File: src/source/cpu_settings.svh
// Global widths and reset PC of the pipeline, included by the package and the RTL
`ifndef CPU_SETTINGS_SVH
`define CPU_SETTINGS_SVH

// Datapath and register file
`define CPU_XLEN        32
`define CPU_REG_COUNT   32
`define CPU_INST_WIDTH  32

// First fetch address after reset
`define CPU_RESET_PC    32'h0000_0000

`endif
File: src/source/cpu_pkg.sv
// Shared types and RV32I encodings, imported by every stage of the pipeline
`default_nettype none
`include "cpu_settings.svh"

package cpu_pkg;

    typedef logic [`CPU_XLEN-1:0] word_t;
    typedef logic [$clog2(`CPU_REG_COUNT)-1:0] reg_addr_t;

    ////////////////////////////////////////////////////////////
    // Instruction formats
    ////////////////////////////////////////////////////////////
    typedef struct packed {
        logic [6:0] funct7;
        reg_addr_t  rs2;
        reg_addr_t  rs1;
        logic [2:0] funct3;
        reg_addr_t  rd;
        logic [6:0] opcode;
    } r_fmt_t;

    typedef struct packed {
        logic [11:0] imm12;
        reg_addr_t   rs1;
        logic [2:0]  funct3;
        reg_addr_t   rd;
        logic [6:0]  opcode;
    } i_fmt_t;

    typedef struct packed {
        logic [`CPU_INST_WIDTH-1:12] imm20;
        reg_addr_t                   rd;
        logic [6:0]                  opcode;
    } u_fmt_t;

    // One fetched word, seen through the format its opcode selects
    typedef union packed {
        r_fmt_t r_fmt;
        i_fmt_t i_fmt;
        u_fmt_t u_fmt;
    } inst_u;

    typedef enum logic [3:0] {
        ALU_ADD,
        ALU_SUB,
        ALU_AND,
        ALU_OR,
        ALU_XOR,
        ALU_SLL,
        ALU_SRL,
        ALU_SRA,
        ALU_SLT,
        ALU_SLTU,
        ALU_PASS_B
    } alu_op_e;

    // Opcodes
    localparam logic [6:0] OPC_OP     = 7'b0110011;
    localparam logic [6:0] OPC_OP_IMM = 7'b0010011;
    localparam logic [6:0] OPC_LUI    = 7'b0110111;

    // Funct3, shared by R and I type
    localparam logic [2:0] F3_ADD_SUB = 3'b000;
    localparam logic [2:0] F3_SLL     = 3'b001;
    localparam logic [2:0] F3_SLT     = 3'b010;
    localparam logic [2:0] F3_SLTU    = 3'b011;
    localparam logic [2:0] F3_XOR     = 3'b100;
    localparam logic [2:0] F3_SRL_SRA = 3'b101;
    localparam logic [2:0] F3_OR      = 3'b110;
    localparam logic [2:0] F3_AND     = 3'b111;

endpackage

`default_nettype wire

File: src/source/cpu_ifs.sv
// Stage interfaces: decoded operands into execute, and the commit back to the register file
`timescale 1ns/1ps
`default_nettype none

interface exec_if;
    import cpu_pkg::*;

    logic      valid;
    word_t     pc;
    word_t     rs1_val;
    word_t     op_b;
    alu_op_e   alu_op;
    reg_addr_t rd;
    logic      rf_we;

    modport decode_mp (output valid, pc, rs1_val, op_b, alu_op, rd, rf_we);
    modport execute_mp (input valid, pc, rs1_val, op_b, alu_op, rd, rf_we);
endinterface

interface wb_if;
    import cpu_pkg::*;

    logic      we;
    reg_addr_t rd;
    word_t     value;

    modport result_mp (output we, rd, value);
    modport decode_mp (input we, rd, value);
endinterface

`default_nettype wire

File: src/source/cpu.sv
// Top level of the RV32I pipeline, connects fetch, decode, execute and result stages
`timescale 1ns/1ps
`default_nettype none
`include "cpu_settings.svh"

module cpu (
    input  wire                        clk_cpu,
    input  wire                        reset_i,
    input  wire [`CPU_INST_WIDTH-1:0]  irom_inst_i,
    output cpu_pkg::word_t             irom_addr_o,
    output logic                       debug_wb_have_inst_o,
    output cpu_pkg::word_t             debug_wb_pc_o,
    output logic                       debug_wb_ena_o,
    output cpu_pkg::reg_addr_t         debug_wb_reg_o,
    output cpu_pkg::word_t             debug_wb_value_o
);
    import cpu_pkg::*;

    // Fetch to decode
    inst_u     fd_inst;
    word_t     fd_pc;
    logic      fd_valid;
    logic      stall;

    // Execute to result
    logic      er_valid;
    word_t     er_pc;
    reg_addr_t er_rd;
    logic      er_rf_we;
    word_t     er_result;

    exec_if ex_bus ();
    wb_if   wb_bus ();

    fetch_unit u_fetch (
        .clk_cpu     (clk_cpu),
        .reset_i     (reset_i),
        .stall_i     (stall),
        .irom_inst_i (irom_inst_i),
        .irom_addr_o (irom_addr_o),
        .inst_o      (fd_inst),
        .pc_o        (fd_pc),
        .valid_o     (fd_valid)
    );

    decode_unit u_decode (
        .clk_cpu (clk_cpu),
        .reset_i (reset_i),
        .inst_i  (fd_inst),
        .pc_i    (fd_pc),
        .valid_i (fd_valid),
        .stall_o (stall),
        .ex      (ex_bus.decode_mp),
        .wb      (wb_bus.decode_mp)
    );

    execute_unit u_execute (
        .ex       (ex_bus.execute_mp),
        .valid_o  (er_valid),
        .pc_o     (er_pc),
        .rd_o     (er_rd),
        .rf_we_o  (er_rf_we),
        .result_o (er_result)
    );

    result_unit u_result (
        .clk_cpu              (clk_cpu),
        .reset_i              (reset_i),
        .valid_i              (er_valid),
        .pc_i                 (er_pc),
        .rd_i                 (er_rd),
        .rf_we_i              (er_rf_we),
        .result_i             (er_result),
        .wb                   (wb_bus.result_mp),
        .debug_wb_have_inst_o (debug_wb_have_inst_o),
        .debug_wb_pc_o        (debug_wb_pc_o),
        .debug_wb_ena_o       (debug_wb_ena_o),
        .debug_wb_reg_o       (debug_wb_reg_o),
        .debug_wb_value_o     (debug_wb_value_o)
    );

endmodule

`default_nettype wire

File: src/source/result_unit.sv
// Result stage registering each instruction for the register file write and debug commit
`timescale 1ns/1ps
`default_nettype none

module result_unit (
    input  wire                     clk_cpu,
    input  wire                     reset_i,
    input  wire                     valid_i,
    input  wire cpu_pkg::word_t     pc_i,
    input  wire cpu_pkg::reg_addr_t rd_i,
    input  wire                     rf_we_i,
    input  wire cpu_pkg::word_t     result_i,
    wb_if.result_mp                 wb,
    output logic                    debug_wb_have_inst_o,
    output cpu_pkg::word_t          debug_wb_pc_o,
    output logic                    debug_wb_ena_o,
    output cpu_pkg::reg_addr_t      debug_wb_reg_o,
    output cpu_pkg::word_t          debug_wb_value_o
);
    import cpu_pkg::*;

    logic      valid_q;
    logic      we_q;
    word_t     pc_q;
    reg_addr_t rd_q;
    word_t     value_q;

    always_ff @(posedge clk_cpu) begin
        if (reset_i) begin
            valid_q <= 1'b0;
            we_q    <= 1'b0;
        end else begin
            valid_q <= valid_i;
            we_q    <= rf_we_i;
        end
    end

    always_ff @(posedge clk_cpu) begin
        pc_q    <= pc_i;
        rd_q    <= rd_i;
        value_q <= result_i;
    end

    // Register file takes this on the next edge
    assign wb.we    = we_q;
    assign wb.rd    = rd_q;
    assign wb.value = value_q;

    assign debug_wb_have_inst_o = valid_q;
    assign debug_wb_pc_o        = pc_q;
    assign debug_wb_ena_o       = we_q;
    assign debug_wb_reg_o       = rd_q;
    assign debug_wb_value_o     = value_q;

endmodule

`default_nettype wire

File: src/source/execute_unit.sv
// Execute stage: combinational ALU whose result goes straight to the result stage
`timescale 1ns/1ps
`default_nettype none
`include "cpu_settings.svh"

module execute_unit (
    exec_if.execute_mp          ex,
    output logic                valid_o,
    output cpu_pkg::word_t      pc_o,
    output cpu_pkg::reg_addr_t  rd_o,
    output logic                rf_we_o,
    output cpu_pkg::word_t      result_o
);
    import cpu_pkg::*;

    logic [$clog2(`CPU_XLEN)-1:0] shamt;

    assign shamt = ex.op_b[$clog2(`CPU_XLEN)-1:0];

    always_comb begin
        case (ex.alu_op)
            ALU_ADD:    result_o = ex.rs1_val + ex.op_b;
            ALU_SUB:    result_o = ex.rs1_val - ex.op_b;
            ALU_AND:    result_o = ex.rs1_val & ex.op_b;
            ALU_OR:     result_o = ex.rs1_val | ex.op_b;
            ALU_XOR:    result_o = ex.rs1_val ^ ex.op_b;
            ALU_SLL:    result_o = ex.rs1_val << shamt;
            ALU_SRL:    result_o = ex.rs1_val >> shamt;
            ALU_SRA:    result_o = word_t'($signed(ex.rs1_val) >>> shamt);
            ALU_SLT:    result_o = word_t'($signed(ex.rs1_val) < $signed(ex.op_b));
            ALU_SLTU:   result_o = word_t'(ex.rs1_val < ex.op_b);
            // lui immediate is already in place
            ALU_PASS_B: result_o = ex.op_b;
            default:    result_o = '0;
        endcase
    end

    assign valid_o = ex.valid;
    assign pc_o    = ex.pc;
    assign rd_o    = ex.rd;
    assign rf_we_o = ex.rf_we;

endmodule

`default_nettype wire

File: src/source/decode_unit.sv
// Decode stage: field decode, register file, hazard stall and the decode-to-execute register
`timescale 1ns/1ps
`default_nettype none
`include "cpu_settings.svh"

module decode_unit (
    input  wire                 clk_cpu,
    input  wire                 reset_i,
    input  wire cpu_pkg::inst_u inst_i,
    input  wire cpu_pkg::word_t pc_i,
    input  wire                 valid_i,
    output logic                stall_o,
    exec_if.decode_mp           ex,
    wb_if.decode_mp             wb
);
    import cpu_pkg::*;

    word_t      regs [`CPU_REG_COUNT];
    logic [6:0] opcode;
    reg_addr_t  rs1;
    reg_addr_t  rs2;
    reg_addr_t  rd;
    logic       uses_rs1;
    logic       uses_rs2;
    word_t      imm;
    alu_op_e    alu_op;
    logic       rf_we;
    word_t      rs1_val;
    word_t      rs2_val;
    logic       hazard_rs1;
    logic       hazard_rs2;

    // alt_sub only for R-type, alt_shift picks sra/srai
    function automatic alu_op_e alu_decode(input logic [2:0] funct3,
                                           input logic alt_sub,
                                           input logic alt_shift);
        case (funct3)
            F3_ADD_SUB: return alt_sub ? ALU_SUB : ALU_ADD;
            F3_SLL:     return ALU_SLL;
            F3_SLT:     return ALU_SLT;
            F3_SLTU:    return ALU_SLTU;
            F3_XOR:     return ALU_XOR;
            F3_SRL_SRA: return alt_shift ? ALU_SRA : ALU_SRL;
            F3_OR:      return ALU_OR;
            default:    return ALU_AND;
        endcase
    endfunction

    ////////////////////////////////////////////////////////////
    // Field decode
    ////////////////////////////////////////////////////////////
    always_comb begin
        opcode   = inst_i.r_fmt.opcode;
        rs1      = inst_i.r_fmt.rs1;
        rs2      = inst_i.r_fmt.rs2;
        rd       = inst_i.r_fmt.rd;
        uses_rs1 = 1'b0;
        uses_rs2 = 1'b0;
        imm      = '0;
        alu_op   = ALU_ADD;
        rf_we    = 1'b0;
        case (opcode)
            OPC_OP: begin
                uses_rs1 = 1'b1;
                uses_rs2 = 1'b1;
                rf_we    = 1'b1;
                alu_op   = alu_decode(inst_i.r_fmt.funct3, inst_i.r_fmt.funct7[5],
                                      inst_i.r_fmt.funct7[5]);
            end
            OPC_OP_IMM: begin
                rs1      = inst_i.i_fmt.rs1;
                rd       = inst_i.i_fmt.rd;
                uses_rs1 = 1'b1;
                rf_we    = 1'b1;
                imm      = {{(`CPU_XLEN-12){inst_i.i_fmt.imm12[11]}}, inst_i.i_fmt.imm12};
                alu_op   = alu_decode(inst_i.i_fmt.funct3, 1'b0, inst_i.i_fmt.imm12[10]);
            end
            OPC_LUI: begin
                rd     = inst_i.u_fmt.rd;
                rf_we  = 1'b1;
                imm    = {inst_i.u_fmt.imm20, 12'b0};
                alu_op = ALU_PASS_B;
            end
            default: begin
                // Unsupported, commits without a write
                rf_we = 1'b0;
            end
        endcase
    end

    ////////////////////////////////////////////////////////////
    // Register file
    ////////////////////////////////////////////////////////////
    always_ff @(posedge clk_cpu) begin
        if (wb.we && wb.rd != '0) begin
            regs[wb.rd] <= wb.value;
        end
    end

    // Same-cycle commit is forwarded to the read
    assign rs1_val = (rs1 == '0) ? '0 :
                     (wb.we && wb.rd == rs1) ? wb.value : regs[rs1];
    assign rs2_val = (rs2 == '0) ? '0 :
                     (wb.we && wb.rd == rs2) ? wb.value : regs[rs2];

    // Producer still in execute
    assign hazard_rs1 = uses_rs1 && rs1 != '0 && rs1 == ex.rd;
    assign hazard_rs2 = uses_rs2 && rs2 != '0 && rs2 == ex.rd;
    assign stall_o    = valid_i && ex.valid && ex.rf_we && (hazard_rs1 || hazard_rs2);

    ////////////////////////////////////////////////////////////
    // Decode-to-execute register
    ////////////////////////////////////////////////////////////
    always_ff @(posedge clk_cpu) begin
        if (reset_i) begin
            ex.valid <= 1'b0;
            ex.rf_we <= 1'b0;
        end else begin
            ex.valid <= valid_i && !stall_o;
            ex.rf_we <= valid_i && !stall_o && rf_we;
        end
    end

    always_ff @(posedge clk_cpu) begin
        ex.pc      <= pc_i;
        ex.rs1_val <= rs1_val;
        ex.op_b    <= uses_rs2 ? rs2_val : imm;
        ex.alu_op  <= alu_op;
        ex.rd      <= rd;
    end

endmodule

`default_nettype wire

File: src/source/fetch_unit.sv
// Fetch stage: program counter and the fetch register that feeds decode
`timescale 1ns/1ps
`default_nettype none
`include "cpu_settings.svh"

module fetch_unit (
    input  wire                 clk_cpu,
    input  wire                 reset_i,
    input  wire                 stall_i,
    input  wire cpu_pkg::inst_u irom_inst_i,
    output cpu_pkg::word_t      irom_addr_o,
    output cpu_pkg::inst_u      inst_o,
    output cpu_pkg::word_t      pc_o,
    output logic                valid_o
);
    import cpu_pkg::*;

    word_t pc_q;

    // ROM is combinational, the PC is the address
    assign irom_addr_o = pc_q;

    always_ff @(posedge clk_cpu) begin
        if (reset_i) begin
            pc_q <= `CPU_RESET_PC;
        end else if (!stall_i) begin
            pc_q <= pc_q + word_t'(4);
        end
    end

    // Low only until the first word is captured
    always_ff @(posedge clk_cpu) begin
        if (reset_i) begin
            valid_o <= 1'b0;
        end else if (!stall_i) begin
            valid_o <= 1'b1;
        end
    end

    always_ff @(posedge clk_cpu) begin
        if (!stall_i) begin
            inst_o <= irom_inst_i;
            pc_o   <= pc_q;
        end
    end

endmodule

`default_nettype wire

File: config.mk
export PLATFORM = sky130hd
export DESIGN_NAME = cpu
export DESIGN_NICKNAME = d
export VERILOG_FILES = /design/src/source/cpu_pkg.sv /design/src/source/cpu_ifs.sv /design/src/source/cpu.sv /design/src/source/result_unit.sv /design/src/source/execute_unit.sv /design/src/source/decode_unit.sv /design/src/source/fetch_unit.sv
export VERILOG_INCLUDE_DIRS = /design/src /design/src/source
export SDC_FILE = /design/constraint.sdc
export NUM_CORES = 2
export LEC_CHECK = 0
export BUFFER_PORTS_ARGS = -buffer_cell sky130_fd_sc_hd__buf_2
export CORE_MARGIN = 2
export CORE_UTILIZATION = 45
export DETAILED_ROUTE_END_ITERATION = 8
export PLACE_DENSITY = 0.69
export SLEW_MARGIN = 20
export SYNTH_ARGS = -nofsm -noshare
export SYNTH_HDL_FRONTEND = slang
export SYNTH_SLANG_ARGS = --single-unit
File: constraint.sdc
create_clock -name clk_cpu -period 19.18 [get_ports clk_cpu]
set_clock_uncertainty 0.05 [all_clocks]
set_input_delay 0.959 -clock clk_cpu [delete_from_list [all_inputs] [get_ports clk_cpu]]
set_output_delay 0.959 -clock clk_cpu [all_outputs]
set_load 0.02 [all_outputs]
### Word-level counts from Yosys, hierarchy flattened

Memory sizes are Yosys's and may differ from the RTL's. A register that Yosys moved wholly into a read port is not among the register bits.
Index checks and enable logic that the tools add are counted.

| storage, ports and cells | value |
|---|---|
| bits in read-only memories | 0 |
| memories kept | 1 |
| RAM bits | 1024 |
| latch bits | 0 |
| word-level logic and storage cells | 87 |
| output and inout port bits | 103 |
| bits in registers | 243 |
| input port bits | 34 |

Memory list:

| memory | depth | width | read ports | clocked after Yosys merged registers in | wr ports | RTL line | text |
|---|---|---|---|---|---|---|---|
| u_decode.regs | 32 | 32 | 2 | 2 | 1 | decode_unit.sv:18 | `` word_t regs [`CPU_REG_COUNT]; `` |

| cells by class | value |
|---|---|
| bitwise logic cells | 3 |
| shift operators | 3 |
| multipliers | 0 |
| $add $sub $neg | 3 |
| $lt $le $gt $ge | 2 |
| mux-type cells | 16 |
| equal/unequal tests | 22 |
| reductions and logical operators | 22 |
| div/mod/pow operators | 0 |

Operators with widths:

| kind | number |
|---|---|
| one-hot mux 32 bit (11 select lines) | 1 |
| 2-to-1 mux 32 bit | 3 |
| less-than comparator 32 bit | 2 |
| one-hot mux 32 bit (2 select lines) | 1 |
| one-hot mux 4 bit (7 select lines) | 2 |
| adder 32 x 3 -> 32 bit (second input constant) | 1 |
| adder 32 bit | 1 |
| bitwise AND 32 bit | 1 |
| OR 32 bit | 1 |
| left shift 32 x 5 -> 32 bit | 1 |
| right shift 32 x 5 -> 32 bit | 1 |
| >>> shifter 32 x 5 -> 32 bit | 1 |
| subtractor 32 bit | 1 |
| bitwise XOR 32 bit | 1 |
| == test 4 x 3 -> 1 bit (second input constant) | 4 |
| == test 5 bit | 3 |
| nonzero test 5 bit | 3 |
| == test 7 x 6 -> 1 bit (second input constant) | 2 |
| == test 4 bit (second input constant) | 3 |
| one-hot mux 4 bit (3 select lines) | 1 |
| logical AND 1 bit | 11 |
| logical NOT 5 bit | 2 |
| == test 3 bit (second input constant) | 3 |
| == test 4 x 2 -> 1 bit (second input constant) | 2 |
| 12 further kinds | 19 |

### Logic depth before layout (Yosys ltp)

| logic depth | value |
|---|---|
| depth in word-level cells | 10 |
| depth in mapped cells | 16 |
| mapped depth without buffers | 13 |

### Cells and area by module

From an unflattened synthesis, not the netlist that was laid out.

| unflattened totals | value |
|---|---|
| cell total of the unflattened synthesis | 4424 |
| area, all modules | 65415.2 µm² |

Modules (own cells, without submodules):

| module | instances | sequential area each (µm²) | area an instance (µm²) | cells each |
|---|---|---|---|---|
| decode_unit | 1 | 32891.5 | 50978.9 | 2685 |
| execute_unit | 1 | 0.0 | 9370.2 | 1394 |
| fetch_unit | 1 | 2482.4 | 3347.0 | 234 |
| result_unit | 1 | 1421.4 | 1719.1 | 111 |

### Least setup slack after synthesis

Ideal clock, no wire load.

| timing path | value |
|---|---|
| path kind | register to register |
| from | register u_fetch.inst_o[19] (netlist name) |
| to | register u_fetch.inst_o[0] (netlist name), enable pin |
| setup time | 0.568 ns |
| required time | 18.562 ns |
| buffers on the path | 1 |
| arrival | 5.741 ns |
| setup slack | 12.821 ns |
| clock period less this slack | 6.359 ns |
| cell stages (with the launch flop) | 6 |
| cells stage by stage | edfxtp_1 buf_2 or4_1 a21bo_1 and3_1 o21ai_0 |

| on the way | value |
|---|---|
| longest elaborated chain between the ends | 5 |
| elaborated cells on any way between the ends | 6 |
| those cells by class | eq/ne (1); reduce/logical (5) |

Ends and longest elaborated chain:

| element | RTL line | text |
|---|---|---|
| start, declared | fetch_unit.sv:12 | `output cpu_pkg::inst_u inst_o,` |
| start signal, assigned | fetch_unit.sv:42 | `inst_o <= irom_inst_i;` |
| nonzero test 5 bit | decode_unit.sv:107 | `assign hazard_rs1 = uses_rs1 && rs1 != '0 && rs1 == ex.rd;` |
| logical AND 1 bit | decode_unit.sv:107 |  |
| logical AND 1 bit * | decode_unit.sv:107 |  |
| logical OR 1 bit * | decode_unit.sv:109 | `assign stall_o = valid_i && ex.valid && ex.rf_we && (hazard_rs1 \|\| hazard_rs2);` |
| logical AND 1 bit * | decode_unit.sv:109 |  |

Mark *: on every way between the ends. The rest lies on a longest branch, timed or not.
A chain may end at the register's enable or synchronous reset.

==> reports/results.ini <==
[cells_and_area]
nFillCells=11680
syn_to_final_growth_pct=11.75
final_core_util_pct=50.79
fin_nets=4617
final_common_cell=edfxtp_1
final_cell_mix=1086 x edfxtp_1, 537 x mux4_2, 352 x nor2_1, 268 x a21oi_1, 232 x o21ai_0
drive_gt1_share_pct=24.79

[cts]
cts.clk_slew.worst_paths_ns=0.06
cts_buffer_depth=3
post_cts_resized=0
cts.sinks=1296
clock-root-buffer=clkbuf_16
insertion_delay_ns=0.79
tritoncts=yes
cts_htree_levels=4
post_cts_buffers=0
cts_hold_buffers=0
cts_buffers=137

[min_path]
hold_depth=0
min_to=u_result.debug_wb_pc_o[24]$_DFF_P_
hp-class=reg2reg
min_from=u_decode.ex.pc[24]$_DFF_P_

[die]
ios=137
core_um2=141900
fp.dieArea_um2=146400
start_util_pct=45.45
rows=138
die_x_um=382.6
die_h_um=382.6

[yosys]
synth_top_family_by_area=multiplexers
synth_compound_area_share_pct=9.258
synth_cells=4374
async_reset_ff_share_pct=0
synthAdderAreaFrac_pct=2.099
yosysSeqAreaShare_pct=57.07
syn_area_per_cell_um2=14.75
muxShareOfSynthArea_pct=23.19
synth-seq-cells=1296
synthSimpleGateAreaFrac_pct=5.120
synth_edf_count=1086
syn-cell-area_um2=64510
synth-xor-area-share_pct=0.5431
synth_top_flop_cell=edfxtp_1
synth.distinct_cells=86
ys_warn_count=0

[timing]
slew_headroom_pct=12.34
timing.final.ws_setup_ns=14.06
fmax_mhz=195.2
fin_crit_sh_pct=26.72
hold_viol_final=0
fin_tns_setup_ns=0
final_max_slew_viol_count=0
hold_slack_ns=0.2771
tightest_slew_ns=1.305
rsz0062_at_grt=no
min_period_ns=5.124
setup_violations=0

[global_route]
grt_first_pass_wirelength_mm=304.5
antenna_found_initial=11
grt_max_degree=113
grt_pass1_vias=42600
grt_overflow=0
grt_use_total_pct=28.88

[critical_path]
worst_path_max_delay_cell=dfxtp_4
reg2reg_slack_ns=14.06
setup.worst_path.start_class=flop
crit_arrival_ns=5.65
r2r_end=u_decode.ex.op_b[9]$_DFF_P_
cp_max_fo=42
slowest_delay_ns=0.89
critPathBufInv=2
cp.required_ns=19.71
worstPathCellList=buf_4, buf_4, mux4_2, mux4_2, mux2i_1, nor2_1, a21oi_1, o21ai_0
cp.depth=8
critical_path.top_delay_family=multiplexers
crit_type=reg2reg
end_kind=flop
reg2reg_depth=8

[route]
drc=0
drt-vias-per-instance=6.771
wire_per_inst_um=33.00
dr.pass1.iters=6
num_vias=43860
antenna_left=0
drt_wl_total_mm=213.8
drt_iter0_drc=7020

[power]
power_per_cell_area_nw_per_um2=91.80
ir_drop_mv=0.08960
p_leak_nw=24.45

[placed_design]
port_buffers=132
hpwl_mm=126.9
place_worst_setup_slack_ns=14.02
gp_congestion=1.043

[status]
status=complete, no violations

[flow_run]
drv_cap=0

==> worst max-delay path by stage <==
stage / from / endpoint / slack [ns]
2_1_floorplan: u_fetch.inst_o[19]$_DFFE_PN_ / u_fetch.inst_o[0]$_DFFE_PN_ / 12.82
3_3_place_gp: flop / u_decode.ex.op_b[9]$_DFF_P_ / 14.01
3_5_place_dp: flop / u_decode.ex.op_b[9]$_DFF_P_ / 14.02
4_1_cts: flop / u_decode.ex.op_b[9]$_DFF_P_ / 14.02
5_1_grt: flop / u_decode.ex.op_b[9]$_DFF_P_ / 13.70
6_report: flop / u_decode.ex.op_b[9]$_DFF_P_ / 14.06
==> state kept, by name (all words and copies together), names as in the netlist, named ones only <==
signal and count:
u_decode.ex.alu_op 4, u_decode.ex.op_b 32, u_decode.ex.pc 30, u_decode.ex.rd 5, u_decode.ex.rf_we 1, u_decode.ex.rs1_val 32
u_decode.ex.valid 1, u_decode.regs 1024, u_fetch.inst_o 32, u_fetch.irom_addr_o 30, u_fetch.pc_o 30, u_fetch.valid_o 1
u_result.debug_wb_ena_o 1, u_result.debug_wb_have_inst_o 1, u_result.debug_wb_pc_o 30, u_result.debug_wb_reg_o 5, u_result.debug_wb_value_o 32
==> worst register-to-register path: cells and delay by family (launching register included) <==
| family | cells | cell delay [ns] |
|---|---|---|
| compound gates | 2 | 0.91 |
| flops | 1 | 0.89 |
| simple gates | 1 | 0.10 |
| mux | 3 | 1.48 |
| buf+inv | 2 | 1.51 |
==> through the flow <==
| stage | total power [W] | instances | cell area [µm²] |
|---|---|---|---|
| 2_1_floorplan | 0.003746 | 4409 | 64640 |
| 4_1_cts | 0.006629 | 6476 | 72080 |
| 3_5_place_dp | 0.004025 | 6227 | 67620 |
| 3_3_place_gp | 0.004020 | 6227 | 67610 |
| 5_1_grt | 0.006804 | 6477 | 72090 |
| 6_report | 0.006618 | 6478 | 72090 |
==> cells in the mapped netlist, drive strengths merged, types with 6 or more instances <==
| cell | number | share of area [%] |
|---|---|---|
| edfxtp | 1086 | 51 |
| mux4 | 537 | 19 |
| nor2 | 386 | 2.2 |
| a21oi | 268 | 2.1 |
| o21ai | 243 | 1.9 |
| mux2i | 220 | 3.4 |
| clkbuf | 212 | 1.2 |
| dfxtp | 210 | 6.5 |
| nand2 | 137 | 0.80 |
| buf | 118 | 0.86 |
| inv | 106 | 0.62 |
| ha | 105 | 2.0 |
| a22oi | 71 | 0.83 |
| a221oi | 65 | 0.88 |
| mux2 | 59 | 1.0 |
| o211ai | 56 | 0.65 |
| nand3 | 42 | 0.33 |
| nor3 | 39 | 0.30 |
| a211oi | 26 | 0.31 |
| or3 | 23 | 0.22 |
| xor2 | 23 | 0.31 |
| a21o | 22 | 0.26 |
| o22ai | 21 | 0.20 |
| nand2b | 20 | 0.19 |
| xnor2 | 17 | 0.23 |
| nand4 | 16 | 0.16 |
| nor4 | 16 | 0.18 |
| o221ai | 16 | 0.22 |
| and2 | 15 | 0.15 |
| and3 | 15 | 0.15 |
| o2111ai | 15 | 0.20 |
| o31ai | 15 | 0.17 |
| a211o | 14 | 0.19 |
| nor2b | 14 | 0.14 |
| a31oi | 13 | 0.13 |
| a221o | 12 | 0.19 |
| o21bai | 12 | 0.14 |
| o311ai | 9 | 0.13 |
| nand3b | 7 | 0.081 |
| or2 | 6 | 0.058 |
==> per-layer routing <==
layer | GRT usage, % | part of all wire [%] | up-vias
li1 | - | - | 17780
met1 | 40.08 | 38 | 22410
met2 | 42.61 | 44 | 3131
met3 | 7.213 | 12 | 538
met4 | 13.98 | 5.4 | 10
met5 | 0 | 0.031 | -
==> layout make-up <==
class	count	area, µm²	share of cell area [%]
multi-input cells	2677	26400	36.62
diodes	2	5.005	0.006942
inverters	106	397.9	0.5519
well taps	1890	2365	3.280
flip-flops and latches	1296	36850	51.11
clock inverters	45	439.2	0.6092
clock buffers	204	4019	5.575
repair buffers	258	1619	2.246
==> kinds of logic after synthesis <==
family / count (synthesis)
buf+inv: 436
fa+ha+maj: 107
simple gates: 746
mux: 816
xor+xnor: 40
flops: 1296
compound gates: 932
other cells: 1
==> where the power goes <==
group | switching [W] | internal, W
clock network | 0.00111 | 0.00152
logic | 0.000471 | 0.000270
registers | 0.0000844 | 0.00316
(Power assumes the default switching activity.)
